File: src/hw/cpuPkg.sv
package cpuPkg;

    // Datapath and instruction field widths
    localparam int WORD_W    = 32;
    localparam int REG_IDX_W = 4;
    localparam int IMM_W     = 12;
    localparam int OP_W      = 4;
    localparam int KIND_W    = 2;
    localparam int VEC_W     = 5;  // Throw vector number, low bits of the word

    // Operand order, top two bits of the instruction
    typedef enum logic [KIND_W-1:0] {
        KIND_XYI   = 2'd0,  // A=X, B=Y, C=I
        KIND_XIY   = 2'd1,  // A=X, B=I, C=Y
        KIND_IXY   = 2'd2,  // A=I, B=X, C=Y
        KIND_THROW = 2'd3
    } insnKind_e;

    typedef enum logic [OP_W-1:0] {
        ALU_OR   = 4'd0,
        ALU_AND  = 4'd1,
        ALU_ADD  = 4'd2,
        ALU_MUL  = 4'd3,
        ALU_RSVD = 4'd4,   // Result undefined
        ALU_SHL  = 4'd5,
        ALU_LT   = 4'd6,
        ALU_EQ   = 4'd7,
        ALU_GE   = 4'd8,
        ALU_ANDN = 4'd9,
        ALU_XOR  = 4'd10,
        ALU_SUB  = 4'd11,
        ALU_XNOR = 4'd12,
        ALU_SHR  = 4'd13,
        ALU_NE   = 4'd14,
        ALU_SRA  = 4'd15
    } aluOp_e;

    localparam logic [REG_IDX_W-1:0] REG_ZERO = 4'd0;
    localparam logic [REG_IDX_W-1:0] REG_P    = 4'd15;  // Reads as next instruction address

    typedef enum logic [3:0] {
        ST_IDLE      = 4'd0,
        ST_EXEC0     = 4'd1,
        ST_EXEC1     = 4'd2,
        ST_EXEC2     = 4'd3,
        ST_EXEC3     = 4'd4,
        ST_EXEC4     = 4'd5,
        ST_EXEC5     = 4'd6,
        ST_EXEC6     = 4'd7,
        ST_EXEC7     = 4'd8,
        ST_THROW     = 4'd9,
        ST_TRAP      = 4'd10,
        ST_READVEC   = 4'd11,
        ST_SAVE      = 4'd12,
        ST_WRITESAVE = 4'd13
    } coreState_e;

endpackage

File: src/hw/memMapPkg.sv
package memMapPkg;

    // First instruction fetched after leaving idle
    localparam logic [31:0] RESET_VECTOR = 32'h0000_0100;

    // External trap entry point
    localparam logic [31:0] TRAP_TRAMPOLINE = 32'h0000_0080;

    // Both throw and trap leave the interrupted address here
    localparam logic [31:0] TRAP_SAVE_ADDR = 32'h0000_007F;

    // Handler table, vector number goes into the low 5 bits
    localparam logic [31:0] VECTOR_BASE = 32'h0000_0040;

endpackage

File: src/hw/regFile.sv
`timescale 1ns/1ps

module regFile (
    input  logic                           clk,
    input  logic                           writeEn,
    input  logic [cpuPkg::REG_IDX_W-1:0]   idxZ,
    input  logic [cpuPkg::REG_IDX_W-1:0]   idxX,
    input  logic [cpuPkg::REG_IDX_W-1:0]   idxY,
    input  logic [cpuPkg::WORD_W-1:0]      nextZ,
    input  logic [cpuPkg::WORD_W-1:0]      nextP,
    output logic [cpuPkg::WORD_W-1:0]      valZ,
    output logic [cpuPkg::WORD_W-1:0]      valX,
    output logic [cpuPkg::WORD_W-1:0]      valY
);

    logic [cpuPkg::WORD_W-1:0] regs [1:14];  // Only general registers have storage

    function automatic logic [cpuPkg::WORD_W-1:0] readReg(
        input logic [cpuPkg::REG_IDX_W-1:0] idx
    );
        if (idx == cpuPkg::REG_ZERO) return '0;
        else if (idx == cpuPkg::REG_P) return nextP;
        else return regs[idx];
    endfunction

    always_comb begin
        valZ = readReg(idxZ);
        valX = readReg(idxX);
        valY = readReg(idxY);
    end

    // Jumps to P are taken by the core, not stored here
    always_ff @(posedge clk) begin
        if (writeEn && idxZ != cpuPkg::REG_ZERO && idxZ != cpuPkg::REG_P)
            regs[idxZ] <= nextZ;
    end

endmodule

File: src/hw/insnDecode.sv
`timescale 1ns/1ps

module insnDecode (
    input  logic [cpuPkg::WORD_W-1:0]    insn,
    output logic [cpuPkg::REG_IDX_W-1:0] idxZ,
    output logic [cpuPkg::REG_IDX_W-1:0] idxX,
    output logic [cpuPkg::REG_IDX_W-1:0] idxY,
    output logic [cpuPkg::WORD_W-1:0]    imm,
    output cpuPkg::aluOp_e               op,
    output cpuPkg::insnKind_e            kind,
    output logic                         storing,
    output logic                         derefRhs,
    output logic                         isThrow,
    output logic                         isJump,
    output logic [cpuPkg::VEC_W-1:0]     vector
);

    logic [cpuPkg::KIND_W-1:0] kindBits;
    logic [cpuPkg::OP_W-1:0]   opBits;
    logic [cpuPkg::IMM_W-1:0]  immBits;

    // kind | store | deref | Z | X | Y | op | imm
    assign {kindBits, storing, derefRhs, idxZ, idxX, idxY, opBits, immBits} = insn;

    assign kind = cpuPkg::insnKind_e'(kindBits);
    assign op   = cpuPkg::aluOp_e'(opBits);
    assign imm  = {{(cpuPkg::WORD_W - cpuPkg::IMM_W){immBits[cpuPkg::IMM_W-1]}}, immBits};

    assign isThrow = kind == cpuPkg::KIND_THROW;
    assign isJump  = idxZ == cpuPkg::REG_P && !storing;  // Writing P redirects fetch
    assign vector  = insn[cpuPkg::VEC_W-1:0];

endmodule

File: src/hw/operandShuffle.sv
`timescale 1ns/1ps

module operandShuffle (
    input  logic                      clk,
    input  logic                      en,
    input  cpuPkg::insnKind_e         kind,
    input  logic [cpuPkg::WORD_W-1:0] valX,
    input  logic [cpuPkg::WORD_W-1:0] valY,
    input  logic [cpuPkg::WORD_W-1:0] imm,
    output logic [cpuPkg::WORD_W-1:0] opA,
    output logic [cpuPkg::WORD_W-1:0] opB,
    output logic [cpuPkg::WORD_W-1:0] opC
);

    always_ff @(posedge clk) begin
        if (en) begin
            case (kind)
                cpuPkg::KIND_XYI: begin
                    opA <= valX;
                    opB <= valY;
                    opC <= imm;
                end
                cpuPkg::KIND_XIY: begin
                    opA <= valX;
                    opB <= imm;
                    opC <= valY;
                end
                cpuPkg::KIND_IXY: begin
                    opA <= imm;
                    opB <= valX;
                    opC <= valY;
                end
                default: begin  // Throw never reaches the ALU
                    opA <= 'x;
                    opB <= 'x;
                    opC <= 'x;
                end
            endcase
        end
    end

endmodule

File: src/hw/aluExec.sv
`timescale 1ns/1ps

module aluExec (
    input  logic                             clk,
    input  logic                             en,
    input  cpuPkg::aluOp_e                   op,
    input  logic signed [cpuPkg::WORD_W-1:0] opA,
    input  logic signed [cpuPkg::WORD_W-1:0] opB,
    input  logic signed [cpuPkg::WORD_W-1:0] opC,
    output logic        [cpuPkg::WORD_W-1:0] result
);

    logic signed [cpuPkg::WORD_W-1:0] opResult;

    // Comparisons give all ones for true, zero for false
    always_comb begin
        case (op)
            cpuPkg::ALU_OR:   opResult = opA | opB;
            cpuPkg::ALU_AND:  opResult = opA & opB;
            cpuPkg::ALU_ADD:  opResult = opA + opB;
            cpuPkg::ALU_MUL:  opResult = opA * opB;  // Low word of product
            cpuPkg::ALU_SHL:  opResult = opA << opB;
            cpuPkg::ALU_LT:   opResult = {cpuPkg::WORD_W{opA < opB}};
            cpuPkg::ALU_EQ:   opResult = {cpuPkg::WORD_W{opA == opB}};
            cpuPkg::ALU_GE:   opResult = {cpuPkg::WORD_W{opA >= opB}};
            cpuPkg::ALU_ANDN: opResult = opA & ~opB;
            cpuPkg::ALU_XOR:  opResult = opA ^ opB;
            cpuPkg::ALU_SUB:  opResult = opA - opB;
            cpuPkg::ALU_XNOR: opResult = opA ~^ opB;
            cpuPkg::ALU_SHR:  opResult = opA >> opB;   // Zero fill
            cpuPkg::ALU_NE:   opResult = {cpuPkg::WORD_W{opA != opB}};
            cpuPkg::ALU_SRA:  opResult = opA >>> opB;  // Sign fill
            default:          opResult = 'x;           // Reserved opcode
        endcase
    end

    // Addend C applies to every op, comparisons included
    always_ff @(posedge clk) begin
        if (en)
            result <= opResult + opC;
    end

endmodule

File: src/hw/cpuCore.sv
`timescale 1ns/1ps

module cpuCore (
    input  logic                      clk,
    input  logic                      reset_n,
    input  logic                      halt,
    input  logic                      trap,
    input  logic [cpuPkg::WORD_W-1:0] instrData,
    input  logic [cpuPkg::WORD_W-1:0] dataIn,
    output logic                      idle,
    output logic [cpuPkg::WORD_W-1:0] instrAddr,
    output logic                      dataStrobe,
    output logic                      dataWrite,
    output logic [cpuPkg::WORD_W-1:0] dataAddr,
    output logic [cpuPkg::WORD_W-1:0] dataOut
);

    cpuPkg::coreState_e state;

    logic [cpuPkg::WORD_W-1:0]    insn, nextP, resultReg, loadData, vecAddr;
    logic [cpuPkg::REG_IDX_W-1:0] idxZ, idxX, idxY;
    logic [cpuPkg::WORD_W-1:0]    imm, valZ, valX, valY, opA, opB, opC, aluResult, nextZ;
    logic [cpuPkg::VEC_W-1:0]     vector;
    cpuPkg::aluOp_e               op;
    cpuPkg::insnKind_e            kind;
    logic                         storing, derefRhs, isThrow, isJump, loading, writeEn;

    // Sequencing
    always_ff @(posedge clk) begin
        if (!reset_n) begin
            state <= cpuPkg::ST_IDLE;
        end else begin
            case (state)
                cpuPkg::ST_IDLE:      state <= halt ? cpuPkg::ST_IDLE : cpuPkg::ST_EXEC6;
                cpuPkg::ST_EXEC0: begin
                    if (halt)         state <= cpuPkg::ST_IDLE;   // Instruction dropped
                    else if (trap)    state <= cpuPkg::ST_TRAP;
                    else if (isThrow) state <= cpuPkg::ST_THROW;
                    else              state <= cpuPkg::ST_EXEC1;
                end
                cpuPkg::ST_EXEC1:     state <= cpuPkg::ST_EXEC2;
                cpuPkg::ST_EXEC2:     state <= cpuPkg::ST_EXEC3;
                cpuPkg::ST_EXEC3:     state <= cpuPkg::ST_EXEC4;
                cpuPkg::ST_EXEC4:     state <= cpuPkg::ST_EXEC5;
                cpuPkg::ST_EXEC5:     state <= cpuPkg::ST_EXEC6;
                cpuPkg::ST_EXEC6:     state <= cpuPkg::ST_EXEC7;
                cpuPkg::ST_EXEC7:     state <= cpuPkg::ST_EXEC0;
                cpuPkg::ST_THROW:     state <= cpuPkg::ST_READVEC;
                cpuPkg::ST_READVEC:   state <= cpuPkg::ST_SAVE;
                cpuPkg::ST_TRAP:      state <= cpuPkg::ST_SAVE;
                cpuPkg::ST_SAVE:      state <= cpuPkg::ST_WRITESAVE;
                cpuPkg::ST_WRITESAVE: state <= cpuPkg::ST_EXEC6;
                default:              state <= cpuPkg::ST_IDLE;
            endcase
        end
    end

    // Datapath registers, one update per state
    always_ff @(posedge clk) begin
        case (state)
            cpuPkg::ST_IDLE:    instrAddr <= memMapPkg::RESET_VECTOR;
            cpuPkg::ST_EXEC2:   resultReg <= aluResult;
            cpuPkg::ST_EXEC4:   loadData  <= dataIn;
            cpuPkg::ST_EXEC5:   instrAddr <= isJump ? nextZ : nextP;
            cpuPkg::ST_EXEC6:   nextP     <= instrAddr + 1'b1;
            cpuPkg::ST_EXEC7:   insn      <= instrData;  // Fetched word is valid now
            cpuPkg::ST_THROW:
                resultReg <= memMapPkg::VECTOR_BASE
                           | {{(cpuPkg::WORD_W - cpuPkg::VEC_W){1'b0}}, vector};
            cpuPkg::ST_READVEC: vecAddr   <= dataIn;     // Handler address from table
            cpuPkg::ST_TRAP:    vecAddr   <= memMapPkg::TRAP_TRAMPOLINE;
            cpuPkg::ST_SAVE:    resultReg <= instrAddr;  // Address of interrupted insn
            cpuPkg::ST_WRITESAVE: instrAddr <= vecAddr;
            default: ;
        endcase
    end

    insnDecode decode (
        .insn     (insn),
        .idxZ     (idxZ),
        .idxX     (idxX),
        .idxY     (idxY),
        .imm      (imm),
        .op       (op),
        .kind     (kind),
        .storing  (storing),
        .derefRhs (derefRhs),
        .isThrow  (isThrow),
        .isJump   (isJump),
        .vector   (vector)
    );

    operandShuffle shuffle (
        .clk  (clk),
        .en   (state == cpuPkg::ST_EXEC0),
        .kind (kind),
        .valX (valX),
        .valY (valY),
        .imm  (imm),
        .opA  (opA),
        .opB  (opB),
        .opC  (opC)
    );

    aluExec alu (
        .clk    (clk),
        .en     (state == cpuPkg::ST_EXEC1),
        .op     (op),
        .opA    (opA),
        .opB    (opB),
        .opC    (opC),
        .result (aluResult)
    );

    // Memory port, deref swaps the roles of Z and the result
    assign loading    = derefRhs && !storing;
    assign dataStrobe = (state == cpuPkg::ST_EXEC4 && (storing || loading))
                     || state == cpuPkg::ST_WRITESAVE;
    assign dataWrite  = (state == cpuPkg::ST_EXEC4 && storing)
                     || state == cpuPkg::ST_WRITESAVE;

    always_comb begin
        dataAddr = derefRhs ? resultReg : valZ;
        dataOut  = derefRhs ? valZ : resultReg;
        case (state)
            cpuPkg::ST_READVEC:   dataAddr = resultReg;
            cpuPkg::ST_WRITESAVE: begin
                dataAddr = memMapPkg::TRAP_SAVE_ADDR;
                dataOut  = resultReg;
            end
            default: ;
        endcase
    end

    // Writeback on EXEC5 unless storing
    assign nextZ   = derefRhs ? loadData : resultReg;
    assign writeEn = state == cpuPkg::ST_EXEC5 && !storing;
    assign idle    = state == cpuPkg::ST_IDLE;

    regFile regs (
        .clk     (clk),
        .writeEn (writeEn),
        .idxZ    (idxZ),
        .idxX    (idxX),
        .idxY    (idxY),
        .nextZ   (nextZ),
        .nextP   (nextP),
        .valZ    (valZ),
        .valX    (valX),
        .valY    (valY)
    );

endmodule

File: config.mk
export PLATFORM = sky130hd
export DESIGN_NAME = cpuCore
export DESIGN_NICKNAME = d
export VERILOG_FILES = /design/src/hw/cpuPkg.sv /design/src/hw/memMapPkg.sv /design/src/hw/regFile.sv /design/src/hw/insnDecode.sv /design/src/hw/operandShuffle.sv /design/src/hw/aluExec.sv /design/src/hw/cpuCore.sv
export SDC_FILE = /design/constraint.sdc
export NUM_CORES = 2
export LEC_CHECK = 0
export BUFFER_PORTS_ARGS = -buffer_cell sky130_fd_sc_hd__buf_2
export CAP_MARGIN = 20
export CORE_AREA = 2 2 296 357
export CTS_BUF_LIST = sky130_fd_sc_hd__clkbuf_8
export CTS_CLUSTER_SIZE = 10
export DETAILED_ROUTE_END_ITERATION = 7
export DIE_AREA = 0 0 298 359
export GPL_TIMING_DRIVEN = 0
export PLACE_DENSITY = 0.83
export SETUP_SLACK_MARGIN = 0.02
export SYNTH_ARGS = -nofsm -noshare
export SYNTH_HDL_FRONTEND = slang
export SYNTH_HIERARCHICAL = 1
export SYNTH_SLANG_ARGS = --single-unit
File: constraint.sdc
create_clock -name clk -period 13.5 [get_ports clk]
set_input_delay 0.675 -clock clk [delete_from_list [all_inputs] [get_ports clk]]
set_output_delay 0.675 -clock clk [all_outputs]
set_load 0.02 [all_outputs]
==> out/qor.txt, run 1 <==
CTS Root Cell = clkbuf_8
Setup Fix Bufs, Post-CTS = 0
Port Buffers = 166
vias in the first global route = 68,600
Ys Warns = 6
Mapped Avg Cell Area = 10.6 um2
Run Error = [ERROR GRT-0116] Global routing finished with congestion. Check the congestion regions in the DRC Viewer.
cts bufs inserted = 102
Bufs on Longest Clock Path = 3
IO Count = 167
FF+latch count, synth = 772
Sink Count = 772
gp weighted congestion = 1.22
largest net degree at the start of global routing = 38
first-pass GRT wire length = 514,000 um
Stop stage = global routing (5_1_grt)
Primary FF master, synth = edfxtp_1
row count = 130
dpl hpwl = 252,000 um
starting density of the core = 0.644
grt ovf = 47
gr usage total = 0.677
status = stopped before the end
syn nets = 7,081
Synth cell types = 112
sequential area share after synthesis = 0.346
EDFF count, synth = 768
DP Worst Slack = -1.10 ns
H-tree depth = 3
Die X = 298 um
Post-Syn Area = 0.0669 mm2
Vert. Die Dim = 359 um
post-synthesis async set-or-reset flop share = 0
Synth Instances = 6,322
cell families after synthesis:
group	count (synthesis)	share of synthesized area
adders and majority gates	691	0.175
AOI/OAI and AO/OA	1468	0.149
xor gates and xnor gates	188	0.0246
muxes	677	0.140
buffers and inverters	1082	0.0696
and+or+nand+nor	1444	0.0954
DFF	772	0.346
routing by layer:
| metal | GRT usage | overflow |
|---|---|---|
| met1 | 0.657 | 0 |
| met2 | 0.907 | 21 |
| met5 | 0.0988 | 0 |
| met3 | 0.453 | 0 |
| met4 | 0.719 | 26 |
synth_stat cells (16+ instances only):
| cell type | count | area share |
|---|---|---|
| edfxtp_1 | 768 | 0.34 |
| nor2_1 | 548 | 0.031 |
| inv_1 | 529 | 0.030 |
| nand2_1 | 522 | 0.029 |
| fa_1 | 411 | 0.12 |
| o21ai_0 | 349 | 0.026 |
| clkbuf_1 | 280 | 0.016 |
| ha_1 | 280 | 0.052 |
| mux2i_1 | 280 | 0.042 |
| a21oi_1 | 259 | 0.019 |
| mux2_2 | 171 | 0.029 |
| mux4_2 | 165 | 0.056 |
| xnor2_1 | 126 | 0.017 |
| a22oi_1 | 124 | 0.014 |
| buf_2 | 100 | 0.0075 |
| buf_4 | 75 | 0.0084 |
| nor3_1 | 74 | 0.0055 |
| a32oi_1 | 69 | 0.0090 |
| a21o_1 | 65 | 0.0073 |
| nor2b_1 | 62 | 0.0058 |
| xor2_1 | 62 | 0.0081 |
| mux2_4 | 60 | 0.013 |
| a221oi_1 | 58 | 0.0076 |
| buf_1 | 57 | 0.0032 |
| a22o_1 | 55 | 0.0072 |
| o22ai_1 | 54 | 0.0051 |
| a31oi_1 | 52 | 0.0049 |
| nand3_1 | 45 | 0.0034 |
| a211oi_1 | 44 | 0.0049 |
| nand2b_1 | 43 | 0.0040 |
| o21ai_1 | 38 | 0.0028 |
| o22a_1 | 31 | 0.0041 |
| a222oi_1 | 30 | 0.0045 |
| o211a_1 | 28 | 0.0042 |
| nand4_1 | 22 | 0.0021 |
| o221ai_1 | 22 | 0.0029 |
| and3_1 | 21 | 0.0020 |
| and2_1 | 20 | 0.0019 |
| o21bai_1 | 20 | 0.0022 |
| o211ai_1 | 18 | 0.0020 |
| o31ai_1 | 18 | 0.0020 |
| o21a_1 | 16 | 0.0018 |
stage by stage:
stage          std cells  hold slack (ns)  setup TNS [ns]  instance area (um2)
4_1_cts             8106          0.00374               0                72300
3_5_place_dp        7917            0.515           -5.24                70200
3_3_place_gp        7874            0.500           -2.79                69400
2_1_floorplan       6322            0.491               0                66900
repair_timing:
action,CTS
hold endpoints to repair,4
pin swaps,0
gates resized for setup,7
hold buffers,4
setup endpoints to repair,11
==> inputs of run 2 (changes only) <==
--- a/config.mk
+++ b/config.mk
@@ -7,14 +7,11 @@
 export LEC_CHECK = 0
 export BUFFER_PORTS_ARGS = -buffer_cell sky130_fd_sc_hd__buf_2
 export CAP_MARGIN = 20
-export CORE_AREA = 2 2 296 357
-export CTS_BUF_LIST = sky130_fd_sc_hd__clkbuf_8
-export CTS_CLUSTER_SIZE = 10
+export CORE_AREA = 2 2 412 414
 export DETAILED_ROUTE_END_ITERATION = 7
-export DIE_AREA = 0 0 298 359
+export DIE_AREA = 0 0 414 416
 export GPL_TIMING_DRIVEN = 0
-export PLACE_DENSITY = 0.83
-export SETUP_SLACK_MARGIN = 0.02
+export PLACE_DENSITY_LB_ADDON = 0.15
 export SYNTH_ARGS = -nofsm -noshare
 export SYNTH_HDL_FRONTEND = slang
 export SYNTH_HIERARCHICAL = 1
==> run 2 against run 1 <==
Against the previous run: the run now ends clean; synthesized cell count did not move; synthesized area unchanged.
==> out/qor.txt, run 2 <==
status = completed
commonest non-fill, non-tap cells in the layout = 768 x edfxtp_1, 533 x nor2_1, 529 x inv_1, 522 x nand2_1, 411 x fa_1
Port Buffers = 166
Worst Setup End Kind = flip-flop
Sink Count = 772
CP arrival = 13.64 ns
Die ar. = 0.172 mm2
dpl hpwl = 276,000 um
layout cells sized above 1 = 0.153
gp weighted congestion = 1.09
first-pass GRT wire length = 470,000 um
ANT nets after route = 0
final setup violating endpoints = 0
latest clock arrival within the worst-skew pair = 0.69 ns
Slowest cell on crit path = xnor2_1
post-synthesis compound-gate area fraction = 0.149
Clock transition at path regs = 0.06 ns
synth-to-layout area growth = 11.0%
Synth cell types = 112
1st-pass router iterations = 6
Crit Path Category = reg2reg
Bufs on Longest Clock Path = 3
grt ovf = 0
max reg flops = 448
RSZ-0062 raised after global routing = false
drt drc = 0
sequential area share after synthesis = 0.346
Synth area leader = edfxtp_1
post-synthesis simple-gate area fraction = 0.0954
largest net degree at the start of global routing = 36
placed instance count = 8,769
Clock Skew = 0.0290 ns
Final Hold Viols = 0
via-per-instance ratio = 6.45
most common cell after layout, fill and taps aside = edfxtp_1
initial antenna violation count = 12
Vias = 57,500
gr usage total = 0.396
Slew @ Worst Pin = 1.25 ns
class of the worst hold path = in2reg
IO Count = 167
row count = 151
register area = 0.0231 mm2
MaxCap Viol Count = 0
fraction of the mapped netlist area in adder cells = 0.175
Worst EP required = 13.90 ns
Mapped Avg Cell Area = 10.6 um2
Non-Filler Instances = 8,920
WL final = 349,000 um
final core utilization = 0.441
H-tree depth = 3
DP Worst Slack = -0.990 ns
Primary FF master, synth = edfxtp_1
Tcrit/Tclk final = 0.980
area of the multi-input gates = 0.0392 mm2
Buf/Inv on CP = 8
floorplan core area = 0.168 mm2
Vert. Die Dim = 416 um
Peak Freq = 0.0756 GHz
worst rel slew slack = 0.166
vias in the first global route = 56,800
Filler cells = 16,200
Top reg by flops = regs/regs
starting density of the core = 0.398
CTS Root Cell = clkbuf_16
nets = 7,394
Final min period = 13.24 ns
Synth Instances = 6,322
DP Area = 0.0716 mm2
proportion of synthesized area in mux cells = 0.140
most frequent cells after synthesis = 768 x edfxtp_1, 548 x nor2_1, 529 x inv_1
Die X = 414 um
biggest cell delay along the critical path = 1.04 ns
cell area after layout = 0.0742 mm2
Ys Warns = 6
count leader, synth = edfxtp_1
critical path launch point type = flip-flop
cts bufs inserted = 78
Post-Syn Area = 0.0669 mm2
Yosys top cell area share = 0.345
syn nets = 7,081
CTS tree = built
FF+latch count, synth = 772
post-synthesis xor/xnor area fraction = 0.0246
initial drt markers = 7,788
synth top area cells = edfxtp_1 34%, fa_1 12%, mux4_2 5.6%
Slew Viols, Final = 0
post-synthesis async set-or-reset flop share = 0
CP top delay family = compound AO/OA/AOI/OAI gates
Critical Path Fanout Max = 11
largest family of logic cells by synthesized area = adder cells
EDFF count, synth = 768
wire length per cell = 39.2 um
final setup margin = 0.264 ns
run 2: cell counts after synthesis:
Identical to the previous run, type by type.
run 2: stage by stage:
| step | TNS [ns] | hold WS [ns] |
|---|---|---|
| floorplan | 0 | 0.491 |
| global placement | -6.17 | 0.503 |
| detailed placement | -4.59 | 0.508 |
| CTS | 0 | 0.129 |
| global route | 0 | 0.160 |
| finish | 0 | 0.162 |
run 2: final cells by class:
class,count,area share
Antenna cell,10,0.000337
Sequential cell,772,0.312
Timing Repair Buffer,235,0.0254
Clock inverter,39,0.00496
Tap cell,2218,0.0374
Buffer,530,0.0349
Clock buffer,98,0.0282
Multi-Input combinational cell,4468,0.529
Inverter,550,0.0278
run 2: worst register-to-register path, delay by kind of cell, from the launching register on:
kind            cells  cell delay [ns]
xor+xnor            3             1.72
flops               1             0.73
compound gates     15             3.60
buf+inv             8             3.16
fa+ha+maj          10             3.39
simple gates        2             0.35
run 2: path summary, 6_finish.rpt:
kind | startpoint | end | slack (ns) | depth (start not counted)
setup / recovery | shuffle/opB[3] | alu/result[31] | 0.26 | 38
hold / removal | instrData[19] | insn[19] | 0.16 | 1
setup reg to reg | shuffle/opB[3] | alu/result[31] | 0.26 | 38
hold reg to reg | vecAddr[16] | instrAddr[16] | 0.52 | 2
run 2: timing repair:
| item | 4_1_cts | 5_1_grt |
|---|---|---|
| setup endpoints to repair | 11 | 2 |
| hold buffers | 0 | 0 |
| endpoints found under the hold margin | 0 | 0 |
| cloned | 0 | 0 |
| resized for setup | 5 | 13 |
| setup buffers | 0 | 0 |
run 2: metal layers:
layer / global-route usage / share of wire / vias to the layer above
li1: - / - / 23500
met1: 0.467 / 0.36 / 29100
met2: 0.637 / 0.46 / 3872
met3: 0.0741 / 0.088 / 1068
met4: 0.317 / 0.098 / 14
met5: 0 / 0.00025 / -
run 2: logic make-up after synthesis:
group | Yosys count
adder cells (fa/ha/maj) | 691
buffers and inverters | 1082
XOR/XNOR | 188
AND/OR/NAND/NOR | 1444
multiplexers | 677
flip-flops | 772
AO/OA/AOI/OAI | 1468
Power of run 2 is not shown: default switching activity piles up to over one toggle a cycle in this logic, so the estimate is an artifact.
